**config.mk**
```make
export PLATFORM = sky130hd
export DESIGN_NAME = div_result
export DESIGN_NICKNAME = d
export VERILOG_FILES = /design/src/div_unit_pkg.sv /design/src/div_result.sv
export VERILOG_INCLUDE_DIRS = /design/src
export SDC_FILE = /design/constraint.sdc
export NUM_CORES = 1
export LEC_CHECK = 0
export BUFFER_PORTS_ARGS = -buffer_cell sky130_fd_sc_hd__buf_2
export CORE_MARGIN = 3
export CORE_UTILIZATION = 35
export CTS_CLUSTER_DIAMETER = 50
export DETAILED_ROUTE_END_ITERATION = 7
export PLACE_DENSITY = 0.77
export SYNTH_ARGS = -nofsm -noshare
export SYNTH_HDL_FRONTEND = slang
export SYNTH_SLANG_ARGS = --single-unit
```
**constraint.sdc**
```tcl
create_clock -name clk -period 2 [get_ports clk]
set_input_delay 0.1 -clock clk [delete_from_list [all_inputs] [get_ports clk]]
set_output_delay 0.1 -clock clk [all_outputs]
set_load 0.05 [all_outputs]
```
**src/div_unit_settings.svh**
```systemverilog
`ifndef DIV_UNIT_SETTINGS_SVH
`define DIV_UNIT_SETTINGS_SVH

// operand and result width.
`define DIV_WIDTH 32

// physical destination register tag.
`define DIV_TAG_W 7

// instruction address width.
`define DIV_PC_W 32

// one quotient bit per stage.
`define DIV_STAGES `DIV_WIDTH

`endif

```
**src/div_unit_pkg.sv**
```systemverilog
`include "div_unit_settings.svh"

package div_unit_pkg;

    typedef logic [`DIV_WIDTH-1:0] word_t;
    typedef logic [`DIV_TAG_W-1:0] tag_t;
    typedef logic [`DIV_PC_W-1:0]  pc_t;
    typedef logic [1:0]            div_op_t;

    // opcodes.
    localparam div_op_t OP_DIV  = 2'b00;
    localparam div_op_t OP_DIVU = 2'b01;
    localparam div_op_t OP_REM  = 2'b10;
    localparam div_op_t OP_REMU = 2'b11;

    localparam int SIDE_W = 4;

    typedef logic [SIDE_W-1:0] side_t;

    // side-band bit positions.
    localparam int SIDE_WANT_REM = 0;
    localparam int SIDE_NEG_Q    = 1;
    localparam int SIDE_NEG_R    = 2;
    localparam int SIDE_ZERO_DIV = 3;

endpackage

```
**src/div_result.sv**
```systemverilog
`timescale 1ns/1ps

module div_result import div_unit_pkg::*; (
    input  logic  clk,
    input  logic  rst,
    input  logic  q_valid,
    input  word_t q_quot,
    input  word_t q_rem,
    input  tag_t  q_tag,
    input  pc_t   q_pc,
    input  side_t q_side,
    output logic  wb_valid,
    output word_t wb_data,
    output tag_t  wb_tag,
    output pc_t   wb_pc
);

    word_t quot_fix;
    word_t rem_fix;
    word_t data_nxt;

    // divide by zero returns all ones whatever the signs.
    always_comb begin
        if (q_side[SIDE_ZERO_DIV]) begin
            quot_fix = '1;
        end else if (q_side[SIDE_NEG_Q]) begin
            quot_fix = -q_quot;
        end else begin
            quot_fix = q_quot;
        end
    end

    // remainder follows the dividend sign.
    assign rem_fix = q_side[SIDE_NEG_R] ? -q_rem : q_rem;

    assign data_nxt = q_side[SIDE_WANT_REM] ? rem_fix : quot_fix;

    always_ff @(posedge clk or posedge rst) begin
        if (rst) begin
            wb_valid <= 1'b0;
            wb_data  <= '0;
            wb_tag   <= '0;
            wb_pc    <= '0;
        end else begin
            wb_valid <= q_valid;
            wb_data  <= data_nxt;
            wb_tag   <= q_tag;
            wb_pc    <= q_pc;
        end
    end

    // side-band bits steer the result, so they must be known.
    assert property (@(posedge clk) disable iff (rst)
        q_valid |-> !$isunknown(q_side))
        else $error("div_result: unknown side-band bits with q_valid");

endmodule

```
==> reports/qor.csv, run 1 <==
metric,value,unit
Initial Util,36.4,%
Row Count,36,
final setup fails,0,
Hold Crit Endpoint,wb_data[0],
"flops & latches, synth",72,
slew margin rel.,59.0,%
layout net count,701,
Crit. End Element,flip-flop,
DRC,0,
worst-path cell chain,buf_2 -> or4_4 -> or4_4 -> nor4_4 -> mux2i_1 -> a2111oi_2,
critical path's slowest cell,or4_4,
HPWL Detailed,9.26,mm
placed cell areas,0.00494,sq mm
final worst slack,0.138,ns
hold path depth,3,
most frequent cells in the layout,"181 x buf_2, 72 x dfrtp_1, 46 x xor2_1",
# H-tree levels,3,
Clock transition at path regs,0.08,ns
TritonCTS clock tree,done,
post-CTS setup buffers,0,
Fmax,537,MHz
pre-CTS setup slack,-0.211,ns
first-pass GRT wire length,20.2,mm
overflow left after global routing,0,
All-Layer GR Usage,22.6,%
max cap viols,0,
Diodes inserted,0,
DRT Wirelength,13.0,mm
vias in the first global route,3982,
Pleak,2.55,nW
Worst EP arrival,2.09,ns
Final Hold Vio Count,0,
Critical Setup Path Class,input port to flip-flop,
total core area,0.00986,sq mm
unrepaired setup endpoints after global routing,no,
CP startpoint kind,input port,
largest net degree at the start of global routing,51,
CP max stage delay,0.56,ns
post-synthesis sequential area ratio,50.2,%
clock sink count,72,
Gate Count Post-Synth,332,
Mean Syn Cell Area,10.8,sq um
post-route cell area,0.00552,sq mm
synthesis-to-finish area growth,53.9,%
"Distinct cells, synth",39,
run status,"complete, no violations",
Die Ht,107,um
final RePlAce weighted congestion,0.905,
Bufs on Longest Clock Path,2,
Power Dens Cells,679,mW/mm^2
hold crit path type,input port to flip-flop,
Routed Antenna Nets,0,
"Req. time, crit path",2.23,ns
DR pass1 iterations,5,
period utilization,93.1,%
HP Start,q_quot[0],
"commonest non-fill, non-tap cell in the layout",buf_2,
share of cells above drive strength 1,42.3,%
"most used cell, CP",or4_4,
mean number of vias per cell,5.16,
die area,0.0115,sq mm
I/O Buffers,181,
Slew @ Worst Pin,0.615,ns
drt initial violations,191,
Mapped Nets,444,
Post-Synthesis Cell Area,0.00359,sq mm
vias,3746,
initial antenna violation count,0,
Syn. warnings,0,
"Slew Viols, Final",0,
die span in x,107,um
largest fanout on the critical path,4,
min Tclk post-route,1.86,ns
routed length per instance,17.9,um
VDD IR max,0.000433,V
CTS Buf Count,9,
Root Buffer,clkbuf_8,
io pins,182,
## Yosys cell counts
cell / n / share of area [%]
dfrtp_1: 72 / 50
o211ai_1: 1 / 0.21
clkbuf_1: 18 / 1.9
a21boi_0: 1 / 0.21
o311ai_0: 1 / 0.24
a31oi_1: 2 / 0.35
nor2b_1: 2 / 0.35
mux2i_1: 5 / 1.4
or3b_2: 1 / 0.24
ha_1: 2 / 0.70
a211oi_1: 1 / 0.21
nand4b_1: 1 / 0.24
or2_2: 5 / 0.87
xnor2_1: 8 / 2.0
and3_1: 1 / 0.17
nor4_1: 5 / 0.87
nor3b_1: 1 / 0.21
buf_1: 1 / 0.10
or4_4: 2 / 0.63
or3_1: 11 / 1.9
nand4_1: 4 / 0.70
o41ai_1: 12 / 2.9
a2111oi_2: 1 / 0.42
a22oi_1: 23 / 4.8
a2111o_1: 1 / 0.31
buf_2: 2 / 0.28
nand3_1: 1 / 0.14
nor2_1: 6 / 0.63
xor2_1: 46 / 11
o31ai_1: 25 / 5.2
nor4_4: 1 / 0.59
nand2b_1: 2 / 0.35
inv_1: 9 / 0.94
o31a_1: 4 / 0.98
nand2_1: 21 / 2.2
o21ai_0: 14 / 2.0
a21oi_1: 3 / 0.42
or4_1: 9 / 1.9
nor3_1: 7 / 0.98
## stage by stage
step | total power, W | setup TNS (ns) | hold slack, ns | instances | utilization [%]
final | 0.00375 | 0 | 0.0825 | 726 | 56.0
after global routing | 0.00391 | 0 | 0.0960 | 726 | 56.0
after CTS | 0.00375 | 0 | 0.0819 | 726 | 56.0
after detailed placement | 0.00269 | -2.05 | 0.168 | 670 | 50.1
after global placement | 0.00266 | -1.72 | 0.133 | 670 | 50.1
after floorplan | 0.00228 | 0 | 0.131 | 332 | -
## critical path, delay by kind of cell
family,cells,cell delay [ns]
simple gates,3,1.37
compound gates,1,0.39
mux,1,0.12
buf+inv,1,0.11
## worst max-delay path by stage
| stage | from | endpoint | slack, ns | cells after the start |
|---|---|---|---|---|
| floorplan | q_rem[6] | wb_data[25] | 0.01 | 7 |
| global placement | q_rem[10] | wb_data[28] | -0.18 | 7 |
| detailed placement | q_rem[20] | wb_data[31] | -0.21 | 6 |
| CTS | q_rem[20] | wb_data[31] | 0.14 | 6 |
| global route | q_rem[10] | wb_data[25] | 0.06 | 7 |
| finish | q_rem[20] | wb_data[31] | 0.14 | 6 |
## registers in the layout, summed over array words and instances, names as in the netlist
register and cells:
wb_valid 1, wb_data 32, wb_tag 7, wb_pc 32
## routing by layer
metal | global-route usage (%) | vias to the layer above | part of all wire (%) | wire, um
met3 | 6.68 | 26 | 8.3 | 1080
met1 | 25.7 | 1819 | 38 | 4970
li1 | - | 1735 | - | -
met2 | 40.1 | 166 | 51 | 6680
met5 | 0 | - | 0 | 0
met4 | 7.95 | 0 | 2.1 | 268
## where the power goes
part	total, W	internal (W)	switching, W
combinational	0.00114	0.000376	0.000759
clock	0.00101	0.000482	0.000533
sequential	0.00160	0.00156	0.0000333
total	0.00375	0.00242	0.00133
## cell type report
cell class                      count  area, sq um
Sequential cell                    72         1800
Timing Repair Buffer              267         1670
Tap cell                          133          166
Inverter                            9         33.8
Fill cell                         829         4340
Clock buffer                       13          149
Multi-Input combinational cell    230         1690
Clock inverter                      2         16.3
## what timing repair did
item / CTS / global route
hold endpoints to repair: 62 / 0
hold buffers: 41 / 0
endpoints found under the setup margin: 0 / 0
gates resized for setup: 0 / 0
## cell families (layout without fill, tap and decap cells)
family	after synthesis	count (layout)	synth area share, %
compound gates	89	89	18.3
xor+xnor	54	54	13.2
fa+ha+maj	2	2	0.698
buf+inv	30	291	3.21
flops	72	72	50.2
mux	5	5	1.40
simple gates	80	80	13.0
No activity file was read; power rests on OpenSTA's default activity.
==> run 2: changes to the inputs <==
--- a/config.mk
+++ b/config.mk
@@ -8,2 +8,3 @@
 export LEC_CHECK = 0
+export ABC_AREA = 1
 export BUFFER_PORTS_ARGS = -buffer_cell sky130_fd_sc_hd__buf_2
@@ -13,3 +14,3 @@
 export DETAILED_ROUTE_END_ITERATION = 7
-export PLACE_DENSITY = 0.77
+export PLACE_DENSITY = 0.74
 export SYNTH_ARGS = -nofsm -noshare
==> constraint.sdc (replaced) <==
create_clock -name clk -period 2 [get_ports clk]
set_input_delay 0.2 -clock clk [delete_from_list [all_inputs] [get_ports clk]]
set_output_delay 0.2 -clock clk [all_outputs]
set_load 0.05 [all_outputs]
==> run 2 against run 1 <==
  * Count of clock-buffer cells in the layout is 3 lower
  * Power up 19%
  * Die area up 16%
  * First-iteration DRC count is 57% higher
  * Synthesized area is 17% higher
  * Fmax rose by 46%
  * Final area is 9.1% higher
  * Largest power group is now clock
==> reports/qor.csv, run 2 <==
metric,value,unit
Mean Syn Cell Area,7.15,sq um
unrepaired setup endpoints after global routing,no,
largest registers,"wb_data x32, wb_pc x32, wb_tag x7",
TritonCTS clock tree,done,
mean number of vias per cell,4.87,
Total Neg Setup Slack,0,ns
vias in the first global route,4396,
routing usage on met2,35.2,%
DR pass1 iterations,5,
Final Hold Vio Count,0,
Clock transition at path regs,0.06,ns
"Most Used Layer, Global Route",met2,
DRC,0,
Crit. End Element,flip-flop,
CP startpoint kind,input port,
Syn. warnings,0,
Slew @ Worst Pin,0.441,ns
final worst slack,0.722,ns
min Tclk post-route,1.28,ns
max cap viols,0,
Final Util,52.1,%
# H-tree levels,3,
hold path depth,4,
Critical Setup Path Class,input port to flip-flop,
Synth area leaders,"dfrtp_1 43%, nand2_1 14%, nand3_1 9.4%",
"Cell Count, Final, Fillers Out",964,
Die Ht,116,um
M1 GR Usage,25.0,%
DRT Wirelength,14.1,mm
top_reg_cell synth,dfrtp_1,
hold crit path type,input port to flip-flop,
DP Cell Count,907,
post-CTS setup buffers,0,
Post-Synthesis Cell Area,0.00420,sq mm
CTS Buf Count,9,
Hold Crit Endpoint,wb_data[30],
initial antenna violation count,1,
routed length per instance,14.6,um
leading area contributor after synthesis,dfrtp_1,
Worst EP arrival,1.50,ns
share of cells above drive strength 1,28.9,%
largest net degree at the start of global routing,73,
placed cell areas,0.00529,sq mm
die area,0.0134,sq mm
"Distinct cells, synth",37,
All-Layer GR Usage,20.5,%
Power Dens Cells,738,mW/mm^2
vias,4693,
Root Buffer,clkbuf_16,
synthesis-to-finish area growth,43.3,%
Yosys top cell area share,42.9,%
pre-CTS setup slack,0.400,ns
Layout fillers,1099,
"Slew Viols, Final",0,
most frequent cells after synthesis,"158 x nand2_1, 79 x nand3_1, 72 x dfrtp_1",
post-synthesis sequential area ratio,42.9,%
post-route cell area,0.00602,sq mm
routing usage on met3,4.80,%
clock sink count,72,
slew margin rel.,70.6,%
"commonest non-fill, non-tap cell in the layout",buf_2,
most common cell in the netlist,nand2_1,
HPWL Detailed,10.8,mm
Diodes inserted,0,
Initial Util,36.4,%
layout net count,928,
largest fanout on the critical path,7,
HP Start,q_rem[30],
Row Count,39,
run status,"complete, no violations",
period utilization,63.9,%
final setup fails,0,
Routed Antenna Nets,0,
final RePlAce weighted congestion,0.931,
io pins,182,
"flops & latches, synth",72,
Bufs on Longest Clock Path,2,
asr flop ratio synth,100,%
die span in x,116,um
first-pass GRT wire length,21.4,mm
most frequent cells in the layout,"181 x buf_2, 158 x nand2_1, 79 x nand3_1",
VDD IR max,0.000339,V
Fmax,782,MHz
total core area,0.0116,sq mm
drt initial violations,299,
"Req. time, crit path",2.22,ns
Mapped Nets,700,
overflow left after global routing,0,
I/O Buffers,181,
Gate Count Post-Synth,588,
Post-synth EDFFs,0,
Pleak,3.09,nW
-- run 2: cell types whose count changed in the layout (fill, tap and decap cells not counted), moves of 10 or more --
cell      delta
or3_1       -11
xor2_1      -38
clkbuf_8    -10
nand2_1    +137
o31ai_1     -24
a22oi_1     -22
o21ai_0     +18
o41ai_1     -10
nand4_1     +11
buf_4       -37
nor2_1      +62
a21oi_1     +14
inv_1       +55
nand3_1     +78
-- run 2: layout make-up --
class / instances / area (sq um) / share of cell area, %
multi-input cells: 430 / 2050 / 34.1
repair buffers: 230 / 1390 / 23.1
inverters: 73 / 278 / 4.61
clock buffers: 10 / 229 / 3.80
flip-flops and latches: 72 / 1800 / 29.9
well taps: 143 / 179 / 2.97
clock inverters: 6 / 92.6 / 1.54
-- run 2: worst max-delay path by stage --
stage,startpoint,cells after the start,slack [ns],end
2_1_floorplan,q_rem[0],10,0.65,wb_data[18]
4_1_cts,q_rem[0],12,0.74,wb_data[22]
3_3_place_gp,q_rem[0],11,0.44,wb_data[18]
5_1_grt,q_rem[0],12,0.58,wb_data[22]
6_report,q_rem[0],12,0.72,wb_data[22]
3_5_place_dp,q_rem[0],12,0.40,wb_data[22]
-- run 2: report_power, final --
| part | internal [W] | switching [W] |
|---|---|---|
| clock network | 0.00110 | 0.000601 |
| logic | 0.000341 | 0.000813 |
| registers | 0.00156 | 0.0000325 |
| total | 0.00300 | 0.00145 |
-- run 2: logic make-up (layout without fill, tap and decap cells) --
kind of cell             count (synthesis)  in the layout  synth area share [%]
AND/OR/NAND/NOR                        350            350                  37.3
buffers and inverters                   86            319                  8.27
flip-flops                              72             72                  42.9
AO/OA/AOI/OAI                           69             69                  9.11
XOR/XNOR                                 9              9                  1.88
adder cells (fa/ha/maj)                  2              2                 0.595
-- run 2: what timing repair did --
| action | in CTS | in global routing |
|---|---|---|
| setup endpoints to repair | 0 | 0 |
| hold buffers | 41 | 0 |
| resized for setup | 0 | 0 |
| hold endpoints to repair | 112 | 0 |
-- run 2: through the flow --
step                      power, W  hold WS [ns]
final                      0.00444         0.171
after global routing       0.00463         0.186
after CTS                  0.00448         0.166
after detailed placement   0.00270         0.309
after global placement     0.00269         0.308
after floorplan            0.00234         0.231
-- run 2: per-layer routing --
| layer | wire length, um | vias up | part of all wire [%] |
|---|---|---|---|
| met3 | 1360 | 23 | 9.7 |
| met1 | 5800 | 2107 | 41 |
| met5 | 13 | - | 0.092 |
| met2 | 6690 | 208 | 48 |
| met4 | 208 | 2 | 1.5 |
| li1 | - | 2353 | - |
-- run 2: worst max-delay path: stages --
cell	delay [ns]
buf_2	0.10
inv_1	0.10
ha_1	0.20
nand3_1	0.14
nand2_2	0.14
nand3_4	0.13
nor2_4	0.17
nand2_1	0.07
nand2_1	0.06
nand3_1	0.06
o21ai_1	0.08
inv_1	0.05
==> run 3: changes to the inputs <==
clock period = 1 ns   (was 2 ns; I/O delays follow)
==> run 3 against run 2 <==
  * The flow now finishes with violations (negative setup slack)
  * Final area grew 28%
  * Worst setup slack got worse by 0.74 ns
  * Die area stayed put
  * Non-clock buffer count increased by 117
  * Via count grew 12%
  * Sequential power up 100%
  * Global-route usage is 3.0 points higher
  * First-iteration DRC count grew 35%
  * Power is 120% higher
  * Cell count increased by 12%
  * Combinational power grew to 2.7 times the previous value
==> reports/qor.csv, run 3 (same netlist as run 2, synthesis figures left out) <==
metric,value,unit
"Slew Viols, Final",0,
"Largest delay share family, worst path",buffers and inverters,
pre-CTS setup slack,-0.398,ns
slew margin rel.,72.0,%
final worst slack,-0.0210,ns
largest registers,"wb_data x32, wb_pc x32, wb_tag x7",
largest fanout on the critical path,3,
I/O Buffers,181,
Fmax,979,MHz
"Buf+Inv Stages, Crit Path",4,
Bufs on Longest Clock Path,2,
DRC,0,
total core area,0.0116,sq mm
TritonCTS clock tree,done,
period utilization,102,%
first-pass GRT wire length,24.4,mm
All-Layer GR Usage,23.4,%
"Req. time, crit path",1.21,ns
Final Util,66.8,%
Die Ht,116,um
CTS Buf Count,9,
Initial Util,36.4,%
die span in x,116,um
# H-tree levels,3,
Critical Setup Path Class,input port to flip-flop,
DRT Wirelength,16.8,mm
final setup fails,9,
largest net degree at the start of global routing,39,
critical path's slowest cell,ha_4,
Diodes inserted,0,
synthesis-to-finish area growth,83.7,%
die area,0.0134,sq mm
HPWL Detailed,11.7,mm
Slew @ Worst Pin,0.419,ns
Root Buffer,clkbuf_16,
min Tclk post-route,1.02,ns
vias in the first global route,4969,
max cap viols,0,
clock sink count,72,
post-route cell area,0.00772,sq mm
unrepaired setup endpoints after global routing,yes,
DR pass1 iterations,5,
Worst EP arrival,1.23,ns
share of cells above drive strength 1,43.8,%
drt initial violations,404,
io pins,182,
run status,finished with violations,
CP max stage delay,0.15,ns
overflow left after global routing,0,
Crit. End Element,flip-flop,
vias,5270,
failing checks,negative setup slack,
"most used cell, CP",buf_4,
initial antenna violation count,0,
Power Dens Cells,1250,mW/mm^2
mean number of vias per cell,4.87,
Final Hold Vio Count,0,
Clock transition at path regs,0.07,ns
worst-path cell chain,buf_6 -> inv_16 -> ha_4 -> nand3_4 -> nand2_4 -> buf_4 -> buf_4 -> o21ai_0 -> a21oi_1 -> o21ai_1 -> nand2_1,
hold crit path type,input port to flip-flop,
Total Neg Setup Slack,-0.110,ns
"commonest non-fill, non-tap cell in the layout",nand2_1,
total power,0.00963,W
Row Count,39,
routed length per instance,15.5,um
final RePlAce weighted congestion,0.891,
placed cell areas,0.00624,sq mm
Pleak,3.88,nW
CP startpoint kind,input port,
VDD IR max,0.000945,V
Routed Antenna Nets,0,
most frequent cells in the layout,"146 x nand2_1, 141 x buf_4, 101 x buf_2",
layout net count,1046,
[run 3: changes by cell type in the layout (fill, tap and decap cells not counted), moves of 8 or more]
cell / before / now
nor2_2: 6 / 17
nand2_4: 0 / 8
buf_6: 0 / 57
nand3_1: 79 / 67
buf_2: 181 / 101
buf_4: 7 / 141
nand3_2: 3 / 12
nor2_1: 68 / 47
nand2_1: 158 / 146
nor2_4: 4 / 14
[run 3: repair_timing]
| item | in CTS | in global routing |
|---|---|---|
| hold endpoints to repair | 112 | 0 |
| gates resized for setup | 100 | 116 |
| cloned | 0 | 1 |
| pin swaps | 7 | 34 |
| hold buffers | 41 | 0 |
| buffers inserted | 3 | 7 |
| setup endpoints to repair | 85 | 71 |
[run 3: per-layer routing]
metal  share of wire (%)  GRT usage [%]  routed length [um]
met1                  39           29.0                6480
met2                  50           40.7                8370
met4                 3.4           10.1                 570
met5                   0              0                   0
met3                 8.2           3.39                1370
[run 3: area by class of cell]
class                   count  area (sq um)
clock buffers               9           225
repair buffers            347          2730
flip-flops and latches     72          1800
inverters                  73           348
fillers                   873          3840
multi-input cells         431          2360
well taps                 143           179
clock inverters             7          77.6
[run 3: stage by stage]
stage	instances	hold slack [ns]
floorplan	588	0.131
global placement	1014	0.173
detailed placement	1014	0.177
CTS	1074	0.0370
global route	1082	0.0417
finish	1082	0.0407
[run 3: final timing paths]
kind / cells after the start / startpoint / end / slack, ns
setup / recovery: 11 / q_rem[1] / wb_data[6] / -0.02
hold / removal: 2 / q_side[0] / wb_data[0] / 0.04
max in group asynchronous: 4 / rst / wb_pc[31] / 0.21
min in group asynchronous: 4 / rst / wb_pc[20] / 0.39
[run 3: power breakdown]
part	leakage, nW	internal (W)	switching [W]
combinational	2.91	0.00126	0.00183
sequential	0.823	0.00312	0.000115
clock	0.147	0.00196	0.00134
