## src/div_unit_settings.svh

```systemverilog
`ifndef DIV_UNIT_SETTINGS_SVH
`define DIV_UNIT_SETTINGS_SVH

// operand and result width.
`define DIV_WIDTH 32

// physical destination register tag.
`define DIV_TAG_W 7

// instruction address width.
`define DIV_PC_W 32

// one quotient bit per stage.
`define DIV_STAGES `DIV_WIDTH

`endif

```

## src/div_unit_pkg.sv

```systemverilog
`include "div_unit_settings.svh"

package div_unit_pkg;

    typedef logic [`DIV_WIDTH-1:0] word_t;
    typedef logic [`DIV_TAG_W-1:0] tag_t;
    typedef logic [`DIV_PC_W-1:0]  pc_t;
    typedef logic [1:0]            div_op_t;

    // opcodes.
    localparam div_op_t OP_DIV  = 2'b00;
    localparam div_op_t OP_DIVU = 2'b01;
    localparam div_op_t OP_REM  = 2'b10;
    localparam div_op_t OP_REMU = 2'b11;

    localparam int SIDE_W = 4;

    typedef logic [SIDE_W-1:0] side_t;

    // side-band bit positions.
    localparam int SIDE_WANT_REM = 0;
    localparam int SIDE_NEG_Q    = 1;
    localparam int SIDE_NEG_R    = 2;
    localparam int SIDE_ZERO_DIV = 3;

endpackage

```

## src/div_issue.sv

```systemverilog
`timescale 1ns/1ps
`include "div_unit_settings.svh"

module div_issue import div_unit_pkg::*; (
    input  logic    clk,
    input  logic    rst,
    input  logic    issue_valid,
    input  div_op_t issue_op,
    input  word_t   issue_a,
    input  word_t   issue_b,
    input  tag_t    issue_tag,
    input  pc_t     issue_pc,
    output logic    div_valid,
    output word_t   div_dividend,
    output word_t   div_divisor,
    output tag_t    div_tag,
    output pc_t     div_pc,
    output side_t   div_side
);

    logic  is_signed;
    logic  a_neg;
    logic  b_neg;
    word_t a_mag;
    word_t b_mag;
    side_t side_nxt;

    assign is_signed = (issue_op == OP_DIV) || (issue_op == OP_REM);

    // sign bits only count for DIV and REM.
    assign a_neg = is_signed && issue_a[`DIV_WIDTH-1];
    assign b_neg = is_signed && issue_b[`DIV_WIDTH-1];

    // the most negative value maps onto itself, which is still the right magnitude.
    assign a_mag = a_neg ? -issue_a : issue_a;
    assign b_mag = b_neg ? -issue_b : issue_b;

    always_comb begin
        side_nxt = '0;
        side_nxt[SIDE_WANT_REM] = (issue_op == OP_REM) || (issue_op == OP_REMU);
        side_nxt[SIDE_NEG_Q]    = a_neg ^ b_neg;
        side_nxt[SIDE_NEG_R]    = a_neg;
        side_nxt[SIDE_ZERO_DIV] = (issue_b == '0);
    end

    always_ff @(posedge clk or posedge rst) begin
        if (rst) begin
            div_valid    <= 1'b0;
            div_dividend <= '0;
            div_divisor  <= '0;
            div_tag      <= '0;
            div_pc       <= '0;
            div_side     <= '0;
        end else begin
            div_valid    <= issue_valid;
            div_dividend <= a_mag;
            div_divisor  <= b_mag;
            div_tag      <= issue_tag;
            div_pc       <= issue_pc;
            div_side     <= side_nxt;
        end
    end

    // opcode must be clean when an operation is issued.
    assert property (@(posedge clk) disable iff (rst)
        issue_valid |-> !$isunknown(issue_op))
        else $error("div_issue: unknown opcode on issue");

endmodule

```

## config.mk

```make
export PLATFORM = sky130hd
export DESIGN_NAME = div_issue
export DESIGN_NICKNAME = d
export VERILOG_FILES = /design/src/div_unit_pkg.sv /design/src/div_issue.sv
export VERILOG_INCLUDE_DIRS = /design/src
export SDC_FILE = /design/constraint.sdc
export NUM_CORES = 1
export LEC_CHECK = 0
export ABC_CLOCK_PERIOD_IN_PS = 5900
export BUFFER_PORTS_ARGS = -buffer_cell sky130_fd_sc_hd__buf_2
export CAP_MARGIN = 20
export CORE_UTILIZATION = 48
export DETAILED_ROUTE_END_ITERATION = 12
export GPL_ROUTABILITY_DRIVEN = 0
export PLACE_DENSITY = 0.89
export SLEW_MARGIN = 10
export SYNTH_ARGS = -nofsm -noshare
export SYNTH_HDL_FRONTEND = slang
export SYNTH_SLANG_ARGS = --single-unit
```

## constraint.sdc

```tcl
create_clock -name clk -period 5.9 [get_ports clk]
set_input_delay 1.18 -clock clk [delete_from_list [all_inputs] [get_ports clk]]
set_output_delay 1.18 -clock clk [all_outputs]
set_load 0.005 [all_outputs]
```

==> impl_metrics.csv, run 1 <==
group,metric,value,unit
sta,relSlewSlack,0.3841,
floorplan,row_count,33,
grt,gr-total-overflow,0,
synth,synth_fp_nets,437,
setup_path,cp.depth,6,
sta,max_slew.worst_pin.slew,0.9219,ns
synth,synth_area,4134,µm²
setup_path,start_kind,"input port",
setup_path,critPathLaunch,"issue_a[8]",
layout,final_cell_mix,"buf_2, dfrtp_1, nor2_1, xor2_1, xnor2_1",
layout,fin_cells,657,
pwr,ir_drop,0.1420,mV
setup_path,cp_max_fo,6,
floorplan,io_pins,216,
pwr,p_leak,2.723,nW
layout,layout_commonest_cell,"buf_2",
synth,synthCells,327,
clocking,numCtsBuffers,9,
setup_path,crit_type,"input port to flop",
grt,grt_pass1_vias,3330,
grt,grt_usage,0.2328,
layout,final_nets,657,
floorplan,chipHeight,94.81,µm
clocking,clock_sinks,108,
floorplan,core-area,8258,µm²
detailed_routing,drt_pass1_iterations,4,
sta,setup-tns-final,0,ns
clocking,cts_root_buf,"clkbuf_8",
setup_path,crit_arrival,2.77,ns
setup_path,cp_common_cell,"nor4_1",
detailed_routing,drtIter0Drc,154,
sta,rsz0062_at_grt,"false",
layout,area_growth,33.23,%
setup_path,endpoint_kind,"flop",
setup_path,critPathMaxStageDelay,0.43,ns
synth,synth-seq-area-share,0.6538,
placement,place_area,5324,µm²
detailed_routing,drt-total-wl,10450,µm
synth,synth_top_flop_cell,"dfrtp_1",
pwr,p_per_area,261.6,nW/µm²
setup_path,crit_path_top_delay_cell,"nor4_1",
floorplan,initial_utilization,0.5006,
setup_path,cp-endpoint,"div_dividend[16]",
synth,synth_edf_count,0,
grt,grt_pass1_wl,15870,µm
sta,period_needed,2.541,ns
placement,dp_cells,641,
layout,antenna_cells,0,
detailed_routing,drcViolationCount,0,
clocking,cts_setup_buffers,0,
setup_path,crit_family,"simple AND/OR/NAND/NOR gates",
layout,drive_above_1_share,0.4438,
detailed_routing,vias_per_cell,5.123,
sta,finalMaxSlewViolations,0,
synth,ys_warn_count,0,
floorplan,die_w,94.81,µm
synth,syn_area_per_cell,12.64,µm²
placement,port_buffers,215,
sta,maxClockFrequency,0.3935,GHz
synth,ys_ff_latch,108,
clocking,cts_tree,"built",
clocking,cts.repair.resized,0,
run_status,status,"finished clean",
setup_path,cp_cell_sequence,"buf_2 -> nor4_1 -> nand3b_1 -> nor4_1 -> a21oi_1 -> xor2_1",
placement,pre_cts_ws,3.039,ns
setup_path,required,6.13,ns
grt,grt_antenna_before_repair,0,
detailed_routing,vias,3366,
min_path,min_path_type,"input port to asynchronous set/reset pin",
placement,dpl.hpwl,8184,µm
clocking,cts_max_path_buffers,2,
synth,async_flop_share,1.000,
sta,post-route-period-util,0.4307,
clocking,clk_pin_slew,0.10,ns
clocking,cts_hold_repair.buffers,0,
sta,setup_viol,0,
layout,final_area,5508,µm²
grt,grt_max_degree,62,
detailed_routing,postRouteAntennaNets,0,
floorplan,die_area,8988,µm²
sta,hold_violations,0,
run,max-cap-violations,0,
clocking,cts_max_level,3,
setup_path,critical_path_buf_inv_count,1,
synth,synth_cell_type_count,35,
sta,setup_slack,3.359,ns
detailed_routing,wl_per_cell,15.90,µm
## worst min-delay path by stage
stage                start              end  slack (ns)  cells after the start
2_1_floorplan   issue_a[0]  div_dividend[0]        1.21                      0
3_3_place_gp           rst       div_pc[23]        1.27                      2
3_5_place_dp           rst        div_pc[6]        1.28                      2
4_1_cts                rst       div_pc[21]        0.89                      2
5_1_grt        issue_op[1]      div_side[0]        0.91                      1
6_report               rst       div_pc[21]        0.89                      2
## kinds of logic (layout without fill, tap and decap cells)
logic type / after synthesis / in the layout / synth area share
and+or+nand+nor: 96 / 96 / 0.1274
AOI/OAI and AO/OA: 47 / 47 / 0.07385
buffers and inverters: 15 / 240 / 0.01392
DFF: 108 / 108 / 0.6538
xor gates and xnor gates: 59 / 59 / 0.1250
adders and majority gates: 2 / 2 / 0.006052
## cell type report
type,count,area (µm²)
Tap cell,105,131.4
Clock buffer,10,137.6
Clock inverter,6,46.29
Sequential cell,108,2703
Fill cell,656,2750
Inverter,8,32.53
Timing Repair Buffer,216,1084
Multi-Input combinational cell,204,1374
## per-stage QoR
stage	util	hold slack [ns]	power, mW
5_1_grt	0.6670	0.9056	1.514
3_5_place_dp	0.6447	1.282	1.041
4_1_cts	0.6670	0.8927	1.461
6_report	0.6670	0.8935	1.441
2_1_floorplan	-	1.211	0.9076
3_3_place_gp	0.6447	1.270	1.031
## per-layer routing
layer | share of wire | wire length (µm) | global-route usage | vias up
met5 | 0 | 0 | 0 | -
li1 | - | - | - | 1554
met3 | 0.068 | 707 | 0.03865 | 21
met4 | 0.026 | 270 | 0.09217 | 0
met1 | 0.38 | 4014 | 0.2825 | 1620
met2 | 0.52 | 5456 | 0.4113 | 171
## sequential cells by signal (all words and copies together) (netlist names)
signal	cells
div_side	4
div_valid	1
div_pc	32
div_divisor	32
div_tag	7
div_dividend	32
## where the power goes
group          switching (mW)  leakage, nW  internal, mW
Clock                   0.247       0.0897         0.169
Combinational           0.114         1.37        0.0974
Sequential             0.0161         1.27         0.797
## cells in the mapped netlist, types with 8 or more instances
cell type  instances  area share
nor4_1             8       0.012
dfrtp_1          108        0.65
nor3_1            10       0.012
nor2_1            35       0.032
a31oi_1            8       0.012
xor2_1            33       0.070
nand2_1           12       0.011
o21ai_0            9       0.011
o31ai_1            9       0.016
xnor2_1           26       0.055
inv_1              8      0.0073
a21oi_1           15       0.018
No activity file was read; power rests on OpenSTA's default activity.
==> run 2: changes to the inputs <==
ABC_AREA = 1   (was not set)
ABC_CLOCK_PERIOD_IN_PS = 2250   (was 5900)
CORE_UTILIZATION = 43   (was 48)
PLACE_DENSITY = 0.82   (was 0.89)
clock period = 2.25 ns   (was 5.9 ns; I/O delays follow)
==> run 2 against run 1 <==
First-iteration DRC count increased by 110%; via count increased by 33%; critical endpoint is now div_dividend[26]; sequential share of layout area decreased by 5.6 points; setup slack got worse by 2.5 ns; core utilization decreased by 9.4 points; design area increased by 13%.
==> impl_metrics.csv, run 2 <==
group,metric,value,unit
floorplan,core-area,10840,µm²
clocking,clock_sinks,108,
floorplan,die_area,11540,µm²
synth,synth_xor_area_frac,0.05289,
layout,final_nets,898,
min_path,min_path_cells,1,
clocking,numCtsBuffers,9,
placement,pre_cts_ws,0.5342,ns
placement,port_buffers,215,
setup_path,start_kind,"input port",
setup_path,cp_max_fo,5,
synth,ys_ff_latch,108,
synth,synthSimpleGateAreaFrac,0.3056,
placement,place_area,6032,µm²
setup_path,crit_arrival,1.62,ns
sta,setup_viol,0,
setup_path,cp_cell_sequence,"buf_2 -> inv_1 -> ha_1 -> nand2_1 -> nor2_1 -> nand2_1 -> nand2_1 -> nand2_1 -> nand2_1 -> nand2_1",
detailed_routing,drcViolationCount,0,
min_path,holdPathEnd,"div_pc[5]",
clocking,cts_hold_repair.buffers,0,
setup_path,crit_type,"input port to flop",
synth,synth_fp_nets,673,
detailed_routing,drt_pass1_iterations,7,
pwr,p_leak,3.309,nW
min_path,min_path_type,"input port to flop",
setup_path,endpoint_kind,"flop",
synth,yosys.cell_count.top_type,"nand2_1",
clocking,cts_tree,"built",
sta,max_slew.worst_pin.slew,0.7083,ns
grt,grt_usage,0.2248,
synth,async_flop_share,1.000,
setup_path,crit_path_top_delay_cell,"nor2_1",
detailed_routing,drtIter0Drc,320,
grt,gr-total-overflow,0,
synth,synth_common_cells,"nand2_1, dfrtp_1, nor2_1",
synth,syn_area_per_cell,8.487,µm²
grt,grt_antenna_before_repair,0,
clocking,cts_root_buf,"clkbuf_8",
synth,muxShareOfSynthArea,0,
layout,layout_commonest_cell,"buf_2",
floorplan,die_w,107.4,µm
sta,setup-tns-final,0,ns
sta,maxClockFrequency,0.7251,GHz
floorplan,io_pins,216,
setup_path,critPathMaxStageDelay,0.30,ns
grt,grt_pass1_vias,4167,
placement,dpl.hpwl,10210,µm
sta,period_needed,1.379,ns
clocking,cts_max_level,3,
setup_path,required,2.49,ns
layout,top_regs,"div_dividend (32), div_divisor (32), div_pc (32)",
sta,rsz0062_at_grt,"false",
placement,dp_cells,917,
synth,yosys.area.top_type,"dfrtp_1",
detailed_routing,vias,4465,
setup_path,critPathLaunch,"issue_a[0]",
grt,grt_pass1_wl,20290,µm
floorplan,row_count,38,
synth,synth_edf_count,0,
detailed_routing,drt-total-wl,12740,µm
sta,fin_hold_ws,0.1873,ns
layout,area_growth,30.03,%
setup_path,cp.depth,10,
run,max-cap-violations,0,
synth,synthCells,563,
synth,synth_top_family_by_area,"simple AND/OR/NAND/NOR gates",
detailed_routing,wl_per_cell,13.65,µm
layout,drive_above_1_share,0.3216,
run_status,status,"finished clean",
pwr,p_per_area,636.1,nW/µm²
layout,final_area,6213,µm²
synth,ys_warn_count,0,
clocking,cts_setup_buffers,0,
layout,post-route-util,0.5732,
sta,post-route-period-util,0.6129,
synth,synth-seq-area-share,0.5656,
synth,synth_cell_type_count,22,
synth,synth_top_flop_cell,"dfrtp_1",
min_path,holdCritStartpoint,"issue_pc[5]",
sta,relSlewSlack,0.5278,
floorplan,chipHeight,107.4,µm
sta,setup_slack,0.8709,ns
synth,ys_top_cells_by_area,"dfrtp_1, nand2_1, nor2_1",
sta,finalMaxSlewViolations,0,
clocking,cts_max_path_buffers,2,
layout,antenna_cells,0,
floorplan,initial_utilization,0.4408,
synth,synth_compound_area_frac,0.02618,
setup_path,cp_common_cell,"nand2_1",
pwr,power.total,3.953,mW
setup_path,crit_family,"simple AND/OR/NAND/NOR gates",
layout,final_cell_mix,"buf_2, nand2_1, dfrtp_1, nor2_1, inv_1",
clocking,clk_pin_slew,0.11,ns
synth,synth_fa_ha_area_frac,0.005237,
pwr,ir_drop,0.4189,mV
setup_path,critical_path_buf_inv_count,2,
detailed_routing,vias_per_cell,4.786,
synth,synth_area,4778,µm²
clocking,cts.repair.resized,0,
sta,hold_violations,0,
synth,yosysTopAreaCellShare,0.5656,
layout,fin_cells,933,
detailed_routing,postRouteAntennaNets,0,
grt,grt_max_degree,59,
-- run 2: cell count changes after synthesis, moves of 8 or more --
| cell | delta |
|---|---|
| a21oi_1 | -11 |
| nor2_4 | +10 |
| xnor2_1 | -14 |
| nor4_1 | -8 |
| xor2_1 | -18 |
| nand2_1 | +181 |
| nor2_1 | +64 |
| inv_1 | +37 |
| a31oi_1 | -8 |
| o31ai_1 | -9 |
| nor3_1 | -9 |
| nand3_1 | +29 |
| o21ai_0 | +8 |
-- run 2: how the worst max path moves through the flow --
stage	to	slack [ns]
after floorplan	div_dividend[0]	0.50
after global placement	div_dividend[24]	0.56
after detailed placement	div_dividend[20]	0.53
after CTS	div_dividend[18]	0.86
after global routing	div_dividend[26]	0.75
final	div_dividend[26]	0.87
-- run 2: power by group --
part	switching, mW	internal [mW]	total [mW]
Clock	0.694	0.424	1.12
Sequential	0.0432	2.09	2.14
Combinational	0.405	0.292	0.697
Total	1.14	2.81	3.95
-- run 2: cells by family after synthesis --
logic type / Yosys count
buffers and inverters: 52
xor gates and xnor gates: 28
AOI/OAI and AO/OA: 25
DFF: 108
and+or+nand+nor: 348
adders and majority gates: 2
-- run 2: area by class of cell --
cell class / instances / area [µm²]
multi-input combinational: 403 / 1863
tap: 140 / 175.2
clock inverter: 6 / 53.80
clock buffer: 10 / 127.6
fill: 1006 / 4627
sequential: 108 / 2703
inverter: 47 / 185.2
timing repair buffer: 219 / 1106
-- run 2: metal layers --
metal / global-route usage / vias up / wire length, µm
li1: - / 2174 / -
met1: 0.3116 / 2060 / 5478
met2: 0.3613 / 218 / 6038
met3: 0.03632 / 13 / 1073
met4: 0.06947 / 0 / 146
met5: 0 / - / 0
==> run 3: changes to the inputs <==
ABC_AREA = 0   (was 1)
ABC_CLOCK_PERIOD_IN_PS = 1300   (was 2250)
CORE_UTILIZATION = 45   (was 43)
PLACE_DENSITY = 0.85   (was 0.82)
clock period = 1.3 ns   (was 2.25 ns; I/O delays follow)
==> run 3 against run 2 <==
Count of clock-buffer cells in the layout is the same; sequential power grew 73%; clock power grew 74%; critical endpoint is now div_divisor[30]; via count shrank 15%; power grew 77%; combinational power grew 89%; design area grew 10%; hold slack lost 0.16 ns; largest cell class unchanged; the run now ends with DRC, setup timing left; setup slack lost 0.99 ns; first-iteration DRC count shrank 53%.
==> impl_metrics.csv, run 3 (same netlist as run 1, synthesis figures left out) <==
group,metric,value,unit
run_status,status,"complete, but fails checks",
run_status,violations,"DRC, setup timing",
min_path,min_path_type,"input port to flop",
pwr,seqPwrFrac,0.531,
pwr,switching_share,0.2767,
sta,post-route-period-util,1.091,
setup_path,crit_type,"input port to flop",
detailed_routing,vias_per_cell,4.878,
detailed_routing,drtIter0Drc,150,
clocking,cts_max_path_buffers,2,
floorplan,io_pins,216,
setup_path,start_kind,"input port",
grt,grt_pass1_vias,4153,
detailed_routing,drt_pass1_iterations,9,
sta,rsz0062_at_grt,"true",
setup_path,crit_arrival,1.66,ns
detailed_routing,vias,3805,
sta,setup_slack,-0.1182,ns
pwr,combPwrFrac,0.190,
layout,fin_cells,780,
setup_path,critPathMaxStageDelay,0.55,ns
sta,finalMaxSlewViolations,0,
clocking,numCtsBuffers,9,
layout,layout_commonest_cell,"buf_2",
placement,dp_cells,722,
placement,port_buffers,215,
pwr,ir_drop,0.6913,mV
clocking,clock_sinks,108,
detailed_routing,drt-total-wl,13270,µm
layout,final_area,6838,µm²
placement,pre_cts_ws,-0.5520,ns
clocking,cts_root_buf,"clkbuf_8",
pwr,p_leak,3.371,nW
layout,final_cell_mix,"buf_2, dfrtp_1, buf_4, dlygate4sd3_1, xor2_1",
layout,area_growth,65.41,%
pwr,p_per_area,1021,nW/µm²
sta,relSlewSlack,0.6804,
grt,grt_pass1_wl,20400,µm
grt,grt_max_degree,57,
grt,gr-total-overflow,0,
sta,period_needed,1.418,ns
sta,setup_viol,7,
floorplan,die_w,97.85,µm
setup_path,endpoint_kind,"flop",
placement,place_area,6075,µm²
clocking,clk_pin_slew,0.10,ns
layout,drive_above_1_share,0.5268,
setup_path,crit_family,"simple AND/OR/NAND/NOR gates",
floorplan,chipHeight,97.85,µm
floorplan,die_area,9574,µm²
pwr,power.switching,1.931,mW
detailed_routing,postRouteAntennaNets,0,
sta,hold_violations,0,
setup_path,cp_cell_sequence,"buf_6 -> or4_4 -> nor4_4 -> and4_4 -> a21oi_2 -> xor2_1",
clocking,cts_max_level,3,
detailed_routing,wl_per_cell,17.02,µm
sta,max_slew.worst_pin.slew,0.4750,ns
pwr,clockPowerShare,0.280,
layout,post-route-util,0.7765,
setup_path,critical_path_buf_inv_count,1,
setup_path,crit_path_top_delay_cell,"or4_4",
detailed_routing,drcViolationCount,32,
layout,final_nets,777,
floorplan,row_count,34,
placement,dpl.hpwl,9090,µm
clocking,cts_tree,"built",
pwr,internal-power,5.050,mW
setup_path,cp_max_fo,4,
grt,grt_antenna_before_repair,0,
floorplan,core-area,8806,µm²
setup_path,required,1.54,ns
layout,top_regs,"div_dividend (32), div_divisor (32), div_pc (32)",
floorplan,initial_utilization,0.4695,
run,max-cap-violations,0,
sta,maxClockFrequency,0.7051,GHz
layout,antenna_cells,0,
grt,grt_usage,0.2745,
sta,setup-tns-final,-0.3943,ns
[run 3: changes by cell type in the layout (fill, tap and decap cells not counted), moves of 8 or more]
cell           before  now
o21ai_0            17    7
inv_1              44    5
buf_6               0    8
xnor2_1            12   26
nand3_1            32    1
nand2_1           193   12
nor3_1              1    9
dlygate4sd3_1       0   36
xor2_1             15   33
a21oi_1             4   14
buf_4               4   79
a31oi_1             0    8
nor2_1             99   32
[run 3: power by group through the flow]
stage	Sequential, mW	Combinational (mW)	Clock [mW]
after floorplan	3.79	0.340	0
after global placement	3.75	1.13	0
after detailed placement	3.76	1.17	0
after CTS	3.70	1.27	2.00
after global routing	3.73	1.43	2.15
final	3.70	1.32	1.95
[run 3: worst paths after layout]
path | start | end | slack [ns] | cells past startpoint
setup / recovery | issue_b[9] | div_divisor[30] | -0.12 | 6
hold / removal | issue_pc[0] | div_pc[0] | 0.03 | 1
max in group asynchronous | rst | div_divisor[17] | 0.46 | 4
min in group asynchronous | rst | div_pc[17] | 0.56 | 4
[run 3: cell type report]
cell class / instances / area, µm²
flip-flops and latches: 108 / 2703
repair buffers: 336 / 2180
fillers: 566 / 1968
multi-input cells: 204 / 1604
well taps: 108 / 135.1
clock buffers: 10 / 127.6
clock inverters: 6 / 55.05
inverters: 8 / 33.78
[run 3: metal layers]
| metal | global-route usage | part of all wire | vias up |
|---|---|---|---|
| li1 | - | - | 1784 |
| met2 | 0.5033 | 0.55 | 127 |
| met4 | 0.1119 | 0.027 | 0 |
| met5 | 0 | 0 | - |
| met3 | 0.03865 | 0.038 | 26 |
| met1 | 0.3225 | 0.39 | 1868 |
[run 3: repair_timing]
action	in CTS	in global routing
resized for setup	4	31
setup buffers	1	5
endpoints found under the hold margin	43	1
setup endpoints to repair	4	29
pin swaps	6	21
hold buffers	35	1
[run 3: metrics by stage]
step / power (mW) / hold slack (ns)
floorplan: 4.135 / 0.2914
global placement: 4.881 / 0.3674
detailed placement: 4.934 / 0.3697
CTS: 6.958 / 0.001086
global route: 7.304 / 0.001232
finish: 6.981 / 0.03108
